===== src/verilog/lbpPkg.sv =====
`default_nettype none

package lbpPkg;

    localparam int PIX_W    = 8;
    localparam int WEIGHT_W = 24;

    typedef enum logic [1:0] {
        ANG45,
        ANG135,
        ANG225,
        ANG315
    } diagAngle;

    typedef enum logic [1:0] {
        FILL,
        STREAM,
        FRAME_END
    } ctrlState;

    // ******************************
    // Bilinear weights, Q0.16.
    // ******************************
    // The sample sits RADIUS*cos45 from the centre on both axes, so one fraction
    // serves both axes. The near corner is the one closest to the centre and gets
    // (1-f)^2, the opposite corner gets f^2, the other two get f*(1-f).
    function automatic logic [WEIGHT_W-1:0] weightOf(input int radius,
                                                     input diagAngle angle,
                                                     input int corner);
        logic [WEIGHT_W-1:0] wNear;
        logic [WEIGHT_W-1:0] wMix;
        logic [WEIGHT_W-1:0] wFar;
        int nearIdx;
        case (radius)
            2: {wNear, wMix, wFar} = {24'h0057D8, 24'h003E1D, 24'h002BEC};
            3: {wNear, wMix, wFar} = {24'h00C5A6, 24'h001B4A, 24'h0003C4};
            4: {wNear, wMix, wFar} = {24'h000789, 24'h002463, 24'h00AFB0};
            5: {wNear, wMix, wFar} = {24'h003739, 24'h003FAD, 24'h00496B};
            6: {wNear, wMix, wFar} = {24'h0092D6, 24'h002F0B, 24'h000F12};
            7: {wNear, wMix, wFar} = {24'h0000A5, 24'h000C37, 24'h00E6EA};
            8: {wNear, wMix, wFar} = {24'h001E24, 24'h0039B3, 24'h006E73};
            default: {wNear, wMix, wFar} = '0;   // Radius outside 2..8.
        endcase
        // Corners are A=0 top-left, B=1 top-right, C=2 bottom-left, D=3 bottom-right.
        case (angle)
            ANG45:   nearIdx = 2;
            ANG135:  nearIdx = 3;
            ANG225:  nearIdx = 1;
            default: nearIdx = 0;
        endcase
        if (corner == nearIdx) begin
            return wNear;
        end else if (corner == 3 - nearIdx) begin
            return wFar;                      // Diagonal opposite of the near corner.
        end
        return wMix;
    endfunction

endpackage

`default_nettype wire

===== src/verilog/lbpTop.sv =====
`default_nettype none

module lbpTop #(
    parameter int IMG_WIDTH  = 16,
    parameter int IMG_HEIGHT = 12,
    parameter int RADIUS     = 2,
    parameter int FIFO_DEPTH = 4
) (
    input  wire                       clk,
    input  wire                       rst_n,
    input  wire                       pixValid,
    input  wire  [lbpPkg::PIX_W-1:0]  pixData,
    input  wire                       codeCredit,
    output logic                      pixCredit,
    output logic                      codeValid,
    output logic [7:0]                code,
    output logic                      frameDone
);

    logic [lbpPkg::PIX_W-1:0]      headData;
    logic                          notEmpty;
    logic                          pop;
    logic                          interior;
    logic                          lastPixel;
    logic                          popInterior;
    logic [lbpPkg::PIX_W-1:0]      centre, east, north, west, south;
    logic [3:0][lbpPkg::PIX_W-1:0] cellA, cellB, cellC, cellD;
    logic [3:0][lbpPkg::PIX_W-1:0] diag;

    assign popInterior = pop && interior;   // Marks a pop that carries a reserved credit.

    pixelFifo #(.FIFO_DEPTH(FIFO_DEPTH)) pixelFifo_inst (
        .clk, .rst_n, .pixValid, .pixData, .pop,
        .headData, .notEmpty, .pixCredit
    );

    scanCounter #(.IMG_WIDTH(IMG_WIDTH), .IMG_HEIGHT(IMG_HEIGHT), .RADIUS(RADIUS))
    scanCounter_inst (
        .clk, .rst_n, .advance(pop), .interior, .lastPixel
    );

    lbpController lbpController_inst (
        .clk, .rst_n, .notEmpty, .interior, .lastPixel, .codeCredit,
        .pop, .frameDone
    );

    neighborWindow #(.IMG_WIDTH(IMG_WIDTH), .RADIUS(RADIUS)) neighborWindow_inst (
        .clk, .rst_n, .shiftIn(pop), .pixIn(headData),
        .centre, .east, .north, .west, .south,
        .cellA, .cellB, .cellC, .cellD
    );

    // One interpolator per diagonal direction.
    for (genvar a = 0; a < 4; a++) begin : gInterp
        bilinearInterp #(.RADIUS(RADIUS), .ANGLE(lbpPkg::diagAngle'(a))) bilinearInterp_inst (
            .clk, .rst_n,
            .pixA(cellA[a]), .pixB(cellB[a]), .pixC(cellC[a]), .pixD(cellD[a]),
            .sample(diag[a])
        );
    end

    lbpCodeBuilder lbpCodeBuilder_inst (
        .clk, .rst_n, .popInterior,
        .centre, .east, .north, .west, .south, .diag,
        .codeValid, .code
    );

endmodule

`default_nettype wire


===== src/verilog/lbpCodeBuilder.sv =====
`default_nettype none

module lbpCodeBuilder (
    input  wire                              clk,
    input  wire                              rst_n,
    input  wire                              popInterior,
    input  wire  [lbpPkg::PIX_W-1:0]         centre,
    input  wire  [lbpPkg::PIX_W-1:0]         east,
    input  wire  [lbpPkg::PIX_W-1:0]         north,
    input  wire  [lbpPkg::PIX_W-1:0]         west,
    input  wire  [lbpPkg::PIX_W-1:0]         south,
    input  wire  [3:0][lbpPkg::PIX_W-1:0]    diag,
    output logic                             codeValid,
    output logic [7:0]                       code
);

    localparam int VALID_STAGES = 4;
    localparam int DATA_STAGES  = 3;   // The window register is the first of four.

    logic [VALID_STAGES-1:0]       validPipe;
    logic [4:0][lbpPkg::PIX_W-1:0] axialDly [DATA_STAGES];
    logic [4:0][lbpPkg::PIX_W-1:0] tap;
    logic [lbpPkg::PIX_W-1:0]      ctr;
    logic [7:0]                    nextCode;

    assign tap = axialDly[DATA_STAGES-1];
    assign ctr = tap[0];

    // Bit 0 is east, then anticlockwise in 45 degree steps.
    assign nextCode = {diag[lbpPkg::ANG315] >= ctr, tap[4] >= ctr,
                       diag[lbpPkg::ANG225] >= ctr, tap[3] >= ctr,
                       diag[lbpPkg::ANG135] >= ctr, tap[2] >= ctr,
                       diag[lbpPkg::ANG45]  >= ctr, tap[1] >= ctr};

    always_ff @(posedge clk) begin
        axialDly[0] <= {south, west, north, east, centre};
        for (int k = 1; k < DATA_STAGES; k++) begin
            axialDly[k] <= axialDly[k-1];
        end
        code <= nextCode;
    end

    always_ff @(posedge clk) begin
        if (!rst_n) begin
            validPipe <= '0;
            codeValid <= 1'b0;
        end else begin
            validPipe <= {validPipe[VALID_STAGES-2:0], popInterior};
            codeValid <= validPipe[VALID_STAGES-1];
        end
    end

endmodule

`default_nettype wire


===== src/verilog/bilinearInterp.sv =====
`default_nettype none

module bilinearInterp #(
    parameter int               RADIUS = 2,
    parameter lbpPkg::diagAngle ANGLE  = lbpPkg::ANG45
) (
    input  wire                       clk,
    input  wire                       rst_n,
    input  wire  [lbpPkg::PIX_W-1:0]  pixA,
    input  wire  [lbpPkg::PIX_W-1:0]  pixB,
    input  wire  [lbpPkg::PIX_W-1:0]  pixC,
    input  wire  [lbpPkg::PIX_W-1:0]  pixD,
    output logic [lbpPkg::PIX_W-1:0]  sample
);

    localparam int W = lbpPkg::WEIGHT_W;

    logic [3:0][lbpPkg::PIX_W-1:0] pix;
    logic [W-1:0]                  weight [4];
    logic [W-1:0]                  product [4];
    logic [W-1:0]                  pairSum [2];
    logic [W-1:0]                  total;

    assign pix = {pixD, pixC, pixB, pixA};

    // Weights are fixed per instance and settle while reset is held.
    always_ff @(posedge clk) begin
        if (!rst_n) begin
            for (int k = 0; k < 4; k++) begin
                weight[k] <= lbpPkg::weightOf(RADIUS, ANGLE, k);
            end
        end
    end

    // ******************************
    // Multiply, pair add, final add.
    // ******************************
    always_ff @(posedge clk) begin
        for (int k = 0; k < 4; k++) begin
            product[k] <= W'(weight[k] * pix[k]);   // Weight below 2^16 keeps this in 24 bits.
        end
        pairSum[0] <= product[0] + product[1];
        pairSum[1] <= product[2] + product[3];
        total      <= pairSum[0] + pairSum[1];
    end

    // Integer part of the Q8.16 sum, truncated.
    assign sample = total[W-1 -: lbpPkg::PIX_W];

endmodule

`default_nettype wire


===== src/verilog/neighborWindow.sv =====
`default_nettype none

module neighborWindow #(
    parameter int IMG_WIDTH = 16,
    parameter int RADIUS    = 2
) (
    input  wire                              clk,
    input  wire                              rst_n,
    input  wire                              shiftIn,
    input  wire  [lbpPkg::PIX_W-1:0]         pixIn,
    output logic [lbpPkg::PIX_W-1:0]         centre,
    output logic [lbpPkg::PIX_W-1:0]         east,
    output logic [lbpPkg::PIX_W-1:0]         north,
    output logic [lbpPkg::PIX_W-1:0]         west,
    output logic [lbpPkg::PIX_W-1:0]         south,
    output logic [3:0][lbpPkg::PIX_W-1:0]    cellA,
    output logic [3:0][lbpPkg::PIX_W-1:0]    cellB,
    output logic [3:0][lbpPkg::PIX_W-1:0]    cellC,
    output logic [3:0][lbpPkg::PIX_W-1:0]    cellD
);

    localparam int LINES = 2 * RADIUS;
    localparam int SPAN  = LINES + 1;
    localparam int PTR_W = $clog2(IMG_WIDTH);
    localparam int FL    = (RADIUS * 181) / 256;   // floor(RADIUS*cos45), 181/256 ~ 0.707.
    localparam int CL    = FL + 1;

    logic [lbpPkg::PIX_W-1:0] lineMem [LINES][IMG_WIDTH];
    logic [PTR_W-1:0]         colPtr;
    logic [lbpPkg::PIX_W-1:0] colIn [SPAN];
    logic [lbpPkg::PIX_W-1:0] win [SPAN][SPAN];

    // ******************************
    // Row buffers and window.
    // ******************************
    // Line j returns the pixel j+1 rows above the incoming one.
    always_comb begin
        colIn[LINES] = pixIn;
        for (int r = 0; r < LINES; r++) begin
            colIn[r] = lineMem[LINES-1-r][colPtr];
        end
    end

    always_ff @(posedge clk) begin
        if (!rst_n) begin
            colPtr <= '0;
        end else if (shiftIn) begin
            colPtr <= (colPtr == PTR_W'(IMG_WIDTH - 1)) ? '0 : colPtr + 1'b1;
        end
    end

    // Row 0 of the window is the top, column LINES the newest (east) column.
    always_ff @(posedge clk) begin
        if (shiftIn) begin
            lineMem[0][colPtr] <= pixIn;
            for (int j = 1; j < LINES; j++) begin
                lineMem[j][colPtr] <= lineMem[j-1][colPtr];
            end
            for (int r = 0; r < SPAN; r++) begin
                for (int c = 0; c < LINES; c++) begin
                    win[r][c] <= win[r][c+1];
                end
                win[r][LINES] <= colIn[r];
            end
        end
    end

    assign centre = win[RADIUS][RADIUS];
    assign east   = win[RADIUS][LINES];
    assign north  = win[0][RADIUS];
    assign west   = win[RADIUS][0];
    assign south  = win[LINES][RADIUS];

    // Each cell brackets the sample point between floor and ceiling offsets.
    assign cellA[lbpPkg::ANG45]  = win[RADIUS-CL][RADIUS+FL];
    assign cellB[lbpPkg::ANG45]  = win[RADIUS-CL][RADIUS+CL];
    assign cellC[lbpPkg::ANG45]  = win[RADIUS-FL][RADIUS+FL];
    assign cellD[lbpPkg::ANG45]  = win[RADIUS-FL][RADIUS+CL];
    assign cellA[lbpPkg::ANG135] = win[RADIUS-CL][RADIUS-CL];
    assign cellB[lbpPkg::ANG135] = win[RADIUS-CL][RADIUS-FL];
    assign cellC[lbpPkg::ANG135] = win[RADIUS-FL][RADIUS-CL];
    assign cellD[lbpPkg::ANG135] = win[RADIUS-FL][RADIUS-FL];
    assign cellA[lbpPkg::ANG225] = win[RADIUS+FL][RADIUS-CL];
    assign cellB[lbpPkg::ANG225] = win[RADIUS+FL][RADIUS-FL];
    assign cellC[lbpPkg::ANG225] = win[RADIUS+CL][RADIUS-CL];
    assign cellD[lbpPkg::ANG225] = win[RADIUS+CL][RADIUS-FL];
    assign cellA[lbpPkg::ANG315] = win[RADIUS+FL][RADIUS+FL];
    assign cellB[lbpPkg::ANG315] = win[RADIUS+FL][RADIUS+CL];
    assign cellC[lbpPkg::ANG315] = win[RADIUS+CL][RADIUS+FL];
    assign cellD[lbpPkg::ANG315] = win[RADIUS+CL][RADIUS+CL];

endmodule

`default_nettype wire


===== src/verilog/lbpController.sv =====
`default_nettype none

module lbpController (
    input  wire  clk,
    input  wire  rst_n,
    input  wire  notEmpty,
    input  wire  interior,
    input  wire  lastPixel,
    input  wire  codeCredit,
    output logic pop,
    output logic frameDone
);

    localparam int CREDIT_W = 16;

    lbpPkg::ctrlState      state;
    logic [CREDIT_W-1:0]   creditCnt;
    logic                  takeCredit;

    // An interior pixel only leaves the FIFO with an output slot reserved,
    // so the pipeline behind it never has to stall.
    assign pop        = notEmpty && (state != lbpPkg::FRAME_END) &&
                        (!interior || (creditCnt != '0));
    assign takeCredit = pop && interior;
    assign frameDone  = (state == lbpPkg::FRAME_END);

    always_ff @(posedge clk) begin
        if (!rst_n) begin
            state     <= lbpPkg::FILL;
            creditCnt <= '0;
        end else begin
            creditCnt <= creditCnt + CREDIT_W'(codeCredit) - CREDIT_W'(takeCredit);
            case (state)
                lbpPkg::FILL: begin
                    if (pop && lastPixel) begin
                        state <= lbpPkg::FRAME_END;
                    end else if (takeCredit) begin
                        state <= lbpPkg::STREAM;   // First full neighbourhood.
                    end
                end
                lbpPkg::STREAM: begin
                    if (pop && lastPixel) begin
                        state <= lbpPkg::FRAME_END;
                    end
                end
                lbpPkg::FRAME_END: begin
                    state <= lbpPkg::FILL;         // Single pulse of frameDone.
                end
                default: begin
                    state <= lbpPkg::FILL;
                end
            endcase
        end
    end

endmodule

`default_nettype wire


===== src/verilog/scanCounter.sv =====
`default_nettype none

module scanCounter #(
    parameter int IMG_WIDTH  = 16,
    parameter int IMG_HEIGHT = 12,
    parameter int RADIUS     = 2
) (
    input  wire  clk,
    input  wire  rst_n,
    input  wire  advance,
    output logic interior,
    output logic lastPixel
);

    localparam int COL_W = $clog2(IMG_WIDTH);
    localparam int ROW_W = $clog2(IMG_HEIGHT);

    logic [COL_W-1:0] col;
    logic [ROW_W-1:0] row;
    logic             endOfRow;

    // Position of the next pixel to be popped.
    assign endOfRow  = (col == COL_W'(IMG_WIDTH - 1));
    assign lastPixel = endOfRow && (row == ROW_W'(IMG_HEIGHT - 1));
    // This pixel fills the bottom-right of a window whose centre is RADIUS inside.
    assign interior  = (int'(col) >= 2 * RADIUS) && (int'(row) >= 2 * RADIUS);

    always_ff @(posedge clk) begin
        if (!rst_n) begin
            col <= '0;
            row <= '0;
        end else if (advance) begin
            if (endOfRow) begin
                col <= '0;
                row <= lastPixel ? '0 : row + 1'b1;
            end else begin
                col <= col + 1'b1;
            end
        end
    end

endmodule

`default_nettype wire


===== src/verilog/pixelFifo.sv =====
`default_nettype none

module pixelFifo #(
    parameter int FIFO_DEPTH = 4
) (
    input  wire                       clk,
    input  wire                       rst_n,
    input  wire                       pixValid,
    input  wire [lbpPkg::PIX_W-1:0]   pixData,
    input  wire                       pop,
    output logic [lbpPkg::PIX_W-1:0]  headData,
    output logic                      notEmpty,
    output logic                      pixCredit
);

    localparam int PTR_W = (FIFO_DEPTH > 1) ? $clog2(FIFO_DEPTH) : 1;
    localparam int CNT_W = $clog2(FIFO_DEPTH + 1);

    logic [lbpPkg::PIX_W-1:0] mem [FIFO_DEPTH];
    logic [PTR_W-1:0]         wrPtr;
    logic [PTR_W-1:0]         rdPtr;
    logic [CNT_W-1:0]         count;

    assign headData = mem[rdPtr];
    assign notEmpty = (count != '0);

    always_ff @(posedge clk) begin
        if (pixValid) begin
            mem[wrPtr] <= pixData;
        end
    end

    // The source never exceeds its credit, so a push always finds room.
    always_ff @(posedge clk) begin
        if (!rst_n) begin
            wrPtr     <= '0;
            rdPtr     <= '0;
            count     <= '0;
            pixCredit <= 1'b0;
        end else begin
            if (pixValid) begin
                wrPtr <= (wrPtr == PTR_W'(FIFO_DEPTH - 1)) ? '0 : wrPtr + 1'b1;
            end
            if (pop) begin
                rdPtr <= (rdPtr == PTR_W'(FIFO_DEPTH - 1)) ? '0 : rdPtr + 1'b1;
            end
            count     <= count + CNT_W'(pixValid) - CNT_W'(pop);
            pixCredit <= pop;   // One credit back per slot freed.
        end
    end

endmodule

`default_nettype wire


===== config.mk =====
export PLATFORM = sky130hd
export DESIGN_NAME = lbpTop
export DESIGN_NICKNAME = d
export VERILOG_FILES = /design/src/verilog/lbpPkg.sv /design/src/verilog/lbpTop.sv /design/src/verilog/lbpCodeBuilder.sv /design/src/verilog/bilinearInterp.sv /design/src/verilog/neighborWindow.sv /design/src/verilog/lbpController.sv /design/src/verilog/scanCounter.sv /design/src/verilog/pixelFifo.sv
export SDC_FILE = /design/constraint.sdc
export NUM_CORES = 2
export LEC_CHECK = 0
export CORE_AREA = 5 5 409 411
export CTS_BUF_LIST = sky130_fd_sc_hd__clkbuf_4
export DETAILED_ROUTE_END_ITERATION = 10
export DIE_AREA = 0 0 414 416
export DONT_BUFFER_PORTS = 1
export PLACE_DENSITY = 0.79
export SLEW_MARGIN = 25
export SYNTH_ARGS = -nofsm -noshare
export SYNTH_HDL_FRONTEND = slang
export SYNTH_HIERARCHICAL = 1
export SYNTH_SLANG_ARGS = --single-unit

===== constraint.sdc =====
create_clock -name clk -period 17.1 [get_ports clk]
set_input_delay 3.42 -clock clk [delete_from_list [all_inputs] [get_ports clk]]
set_output_delay 3.42 -clock clk [all_outputs]
set_load 0.02 [all_outputs]

==> metrics list <==
- Overall global routing resource usage: a little over a fifth
- Synthesized area: 89,000 µm²
- The tree is rooted in a clkbuf_4.
- The congestion estimate from routability-driven global placement came to 0.878.
- Launch point of the critical path: lbpController_inst/state[1]
- Startpoint of the lowest-slack hold path: gInterp[3].bilinearInterp_inst/product[1][2]
- Once detail routing completed, the nets flagged for antenna violations numbered 0.
* Syn. warnings: 6
* Final standard cell area without fillers: 95,800 µm²
- Counting flops and latches in the post-synthesis netlist gives 1,501.
* Tcrit/Tclk final: 32.8%
- For this run, asynchronously set or reset flops after synthesis account for 0%.
- Startpoint type of the worst setup path: flip-flop
- The biggest area contributor in the post-synthesis netlist is edfxtp_1.
* Hold/Removal Path Class: flip-flop to flip-flop
* Clock latency reported for the late side of the worst-skew pair: 1.32 ns
- RSZ-0062 raised after global routing: no
- For this run, design rule violations remaining after detail routing come to 0.
- Of the cells placed in the final design, the portion with a size suffix greater than 1 is 10.7%.
- Nets: 9,478
* Reg-to-reg critical path startpoint: neighborWindow_inst/win[0][35]
* Buffers on Ports: 0
- Via Count: around 57,000
- Final count of negative-setup-slack endpoints: 0
- Sequential cell area: approximately 38,000 µm²
- Required time of the worst setup path: 13.68 ns
- Synth area leaders: edfxtp_1 (25%), dfxtp_1 (17%), ha_1 (17%), fa_1 (10%), inv_1 (4.9%)
- Kind of end point of the critical path: output port
- Aggregate routed wire length: 180,000 µm
- Count of cell types in the netlist: 115
- Half-perimeter wire length of the detailed placement result: 130,000 µm
- The first global-routing pass estimated 295,000 µm of wire.
- Summed negative setup slack over all endpoints: 0 ns
- Of the post-synthesis cell area, the dominant cell type holds 25.1%.
- Slew headroom: 28.6%
* Horizontal die dimension: around 410 µm
* Most common cell in the synthesized netlist: ha_1
- In this run the cell area measured after placement is 90,900 µm².
- Critical setup path kind: flip-flop to output port
- Most used flip-flop cell after synthesis: dfxtp_1
- Once the floorplan was initialized, standard cells occupied 54.4% of the core.
- Number of buffers between clock root and the deepest sink: 4
- From bottom edge to top edge, the die measures around 420 µm.
- Across the routed clock network, the largest skew measured is 0.159 ns.
* Initial DRT Pass Iterations: 6
- Vias per Instance: 5.52
- Routed WL per cell: around 17 µm
* Most instantiated cells after synthesis: ha_1 (1,206), inv_1 (1,158), dfxtp_1 (757)
* Clock slew at reported path FFs: ~0.070 ns
* Net count after synthesis: a little over 9,000
* Post-cts sizing count: 0
- Buffers inserted to repair hold after CTS numbered 0.
- The core region is approximately 160,000 µm².
- Row generation in the floorplan step produced roughly 150 rows.
- At the pin with the least slew margin, the transition time is 1.07 ns.
- Final Max Tran Viols: 0
- Post-CTS Setup Inserts: 0
* Number of top-level pins: 23
- Maximum fanout encountered on the critical timing path: 2
- In this run the number of H-tree levels came out at 5.
* Number of antenna violations at the first check in global routing: 3
* Sequential cell area fraction in the yosys report: 42.1%
- Peak Freq: 0.178 GHz
* Syn Area/Cell: around 12 µm²
- Multi-input combinational cell area: ~46,000 µm²
* Final hold viol count: 0
- After global routing the overflow that remains totals 0.
- Post-Synthesis Cells: 7,587
* Fillers: about 13,000
* Total Die Area: about 170,000 µm²
- Final critical delay including setup and external delays: 5.62 ns
- Entering global routing, the biggest net connects 66 pins.
* Area growth, synth to finish: 7.68%
* Vias in the first global route: 59,400
* Number of synthesized flops with an enable pin: around 740
- Clock tree from TritonCTS: done
- The tool flagged a number of max-cap violations equal to 0.
- CTS sink count: 1,501
- In this run, the number of DRC markers left after iteration 0 of detailed routing was 3,532.
- Data on the critical path arrives at its endpoint at around 2.2 ns.
* CTS Buf Count: between 300 and 400
* Status: completed
kinds of logic (layout without fill, tap and decap cells):
group	Yosys count	in the layout	synth area share, %
flops	1501	1501	42.1
xor+xnor	408	408	4.03
fa+ha+maj	1651	1651	27.0
compound gates	1393	1393	10.5
mux	164	164	3.76
simple gates	1142	1142	6.48
other cells	0	5	0
buf+inv	1328	1830	6.10
final cells by class:
type	count	share of cell area, %
tap	2189	2.86
clock inverter	95	0.687
multi-input combinational	4758	48.1
inverter	1160	4.55
sequential	1501	39.1
timing repair buffer	14	0.218
clock buffer	561	4.40
antenna	5	0.0131
placed cells by master, fill, tap and decap left out, types with 135 or more instances in the layout:
cell type | synthesis | final
ha_1 | 1206 | 1206
inv_1 | 1158 | 1158
dfxtp_1 | 757 | 755
edfxtp_1 | 744 | 744
clkbuf_4 | 0 | 561
fa_1 | 445 | 445
a21oi_1 | 382 | 382
nor2_1 | 295 | 294
xnor2_1 | 272 | 272
nand2_1 | 226 | 226
o21ai_0 | 209 | 209
a21o_1 | 200 | 200
mux4_2 | 136 | 136
xor2_1 | 135 | 135
routing by layer:
metal  vias up  GRT usage [%]  wire length (µm)
met5         -              0                19
met1     27700           26.2             76200
met4         2           7.27              5030
met3       363           3.75              9790
li1      27200              -                 -
met2      1535           36.2             88700
sequential cells by signal (all words and copies together), names as in the netlist, 3 cells and up, named ones only:
name                                 cells
gInterp.bilinearInterp_inst/product    360
pixelFifo_inst/mem                      32
pixelFifo_inst/count                     3
neighborWindow_inst/colPtr               4
lbpCodeBuilder_inst/code                 8
gInterp.bilinearInterp_inst/total       32
neighborWindow_inst/lineMem            512
scanCounter_inst/row                     4
scanCounter_inst/col                     4
lbpController_inst/creditCnt            16
neighborWindow_inst/win                200
lbpCodeBuilder_inst/validPipe            4
lbpCodeBuilder_inst/axialDly           120
gInterp.bilinearInterp_inst/pairSum    192
per-stage QoR:
step,worst slack [ns],util [%],std cells,hold WS (ns)
global placement,11.74,55.4,9617,0.310
global route,11.27,58.5,10300,0.272
finish,11.48,58.5,10300,0.240
detailed placement,11.72,55.5,9621,0.312
CTS,11.31,58.5,10300,0.267
floorplan,5.92,-,7587,0.310
worst max-delay path, stage by stage (launching register included):
cell	delay (ns)
dfxtp_1	0.33
inv_1	0.05
nor2_1	0.50
worst paths after layout:
| kind | to | cells past startpoint | slack, ns |
|---|---|---|---|
| worst max-delay path | frameDone | 2 | 11.48 |
| worst min register to register | gInterp[3].bilinearInterp_inst/pairSum[0][2] | 0 | 0.24 |
| worst max register to register | gInterp[1].bilinearInterp_inst/product[0][22] | 16 | 11.86 |
| worst min-delay path | gInterp[3].bilinearInterp_inst/pairSum[0][2] | 0 | 0.24 |
Power is left out: the tool's default activity adds up to more than one toggle a clock period on the data nets, which glitch-free logic cannot reach.
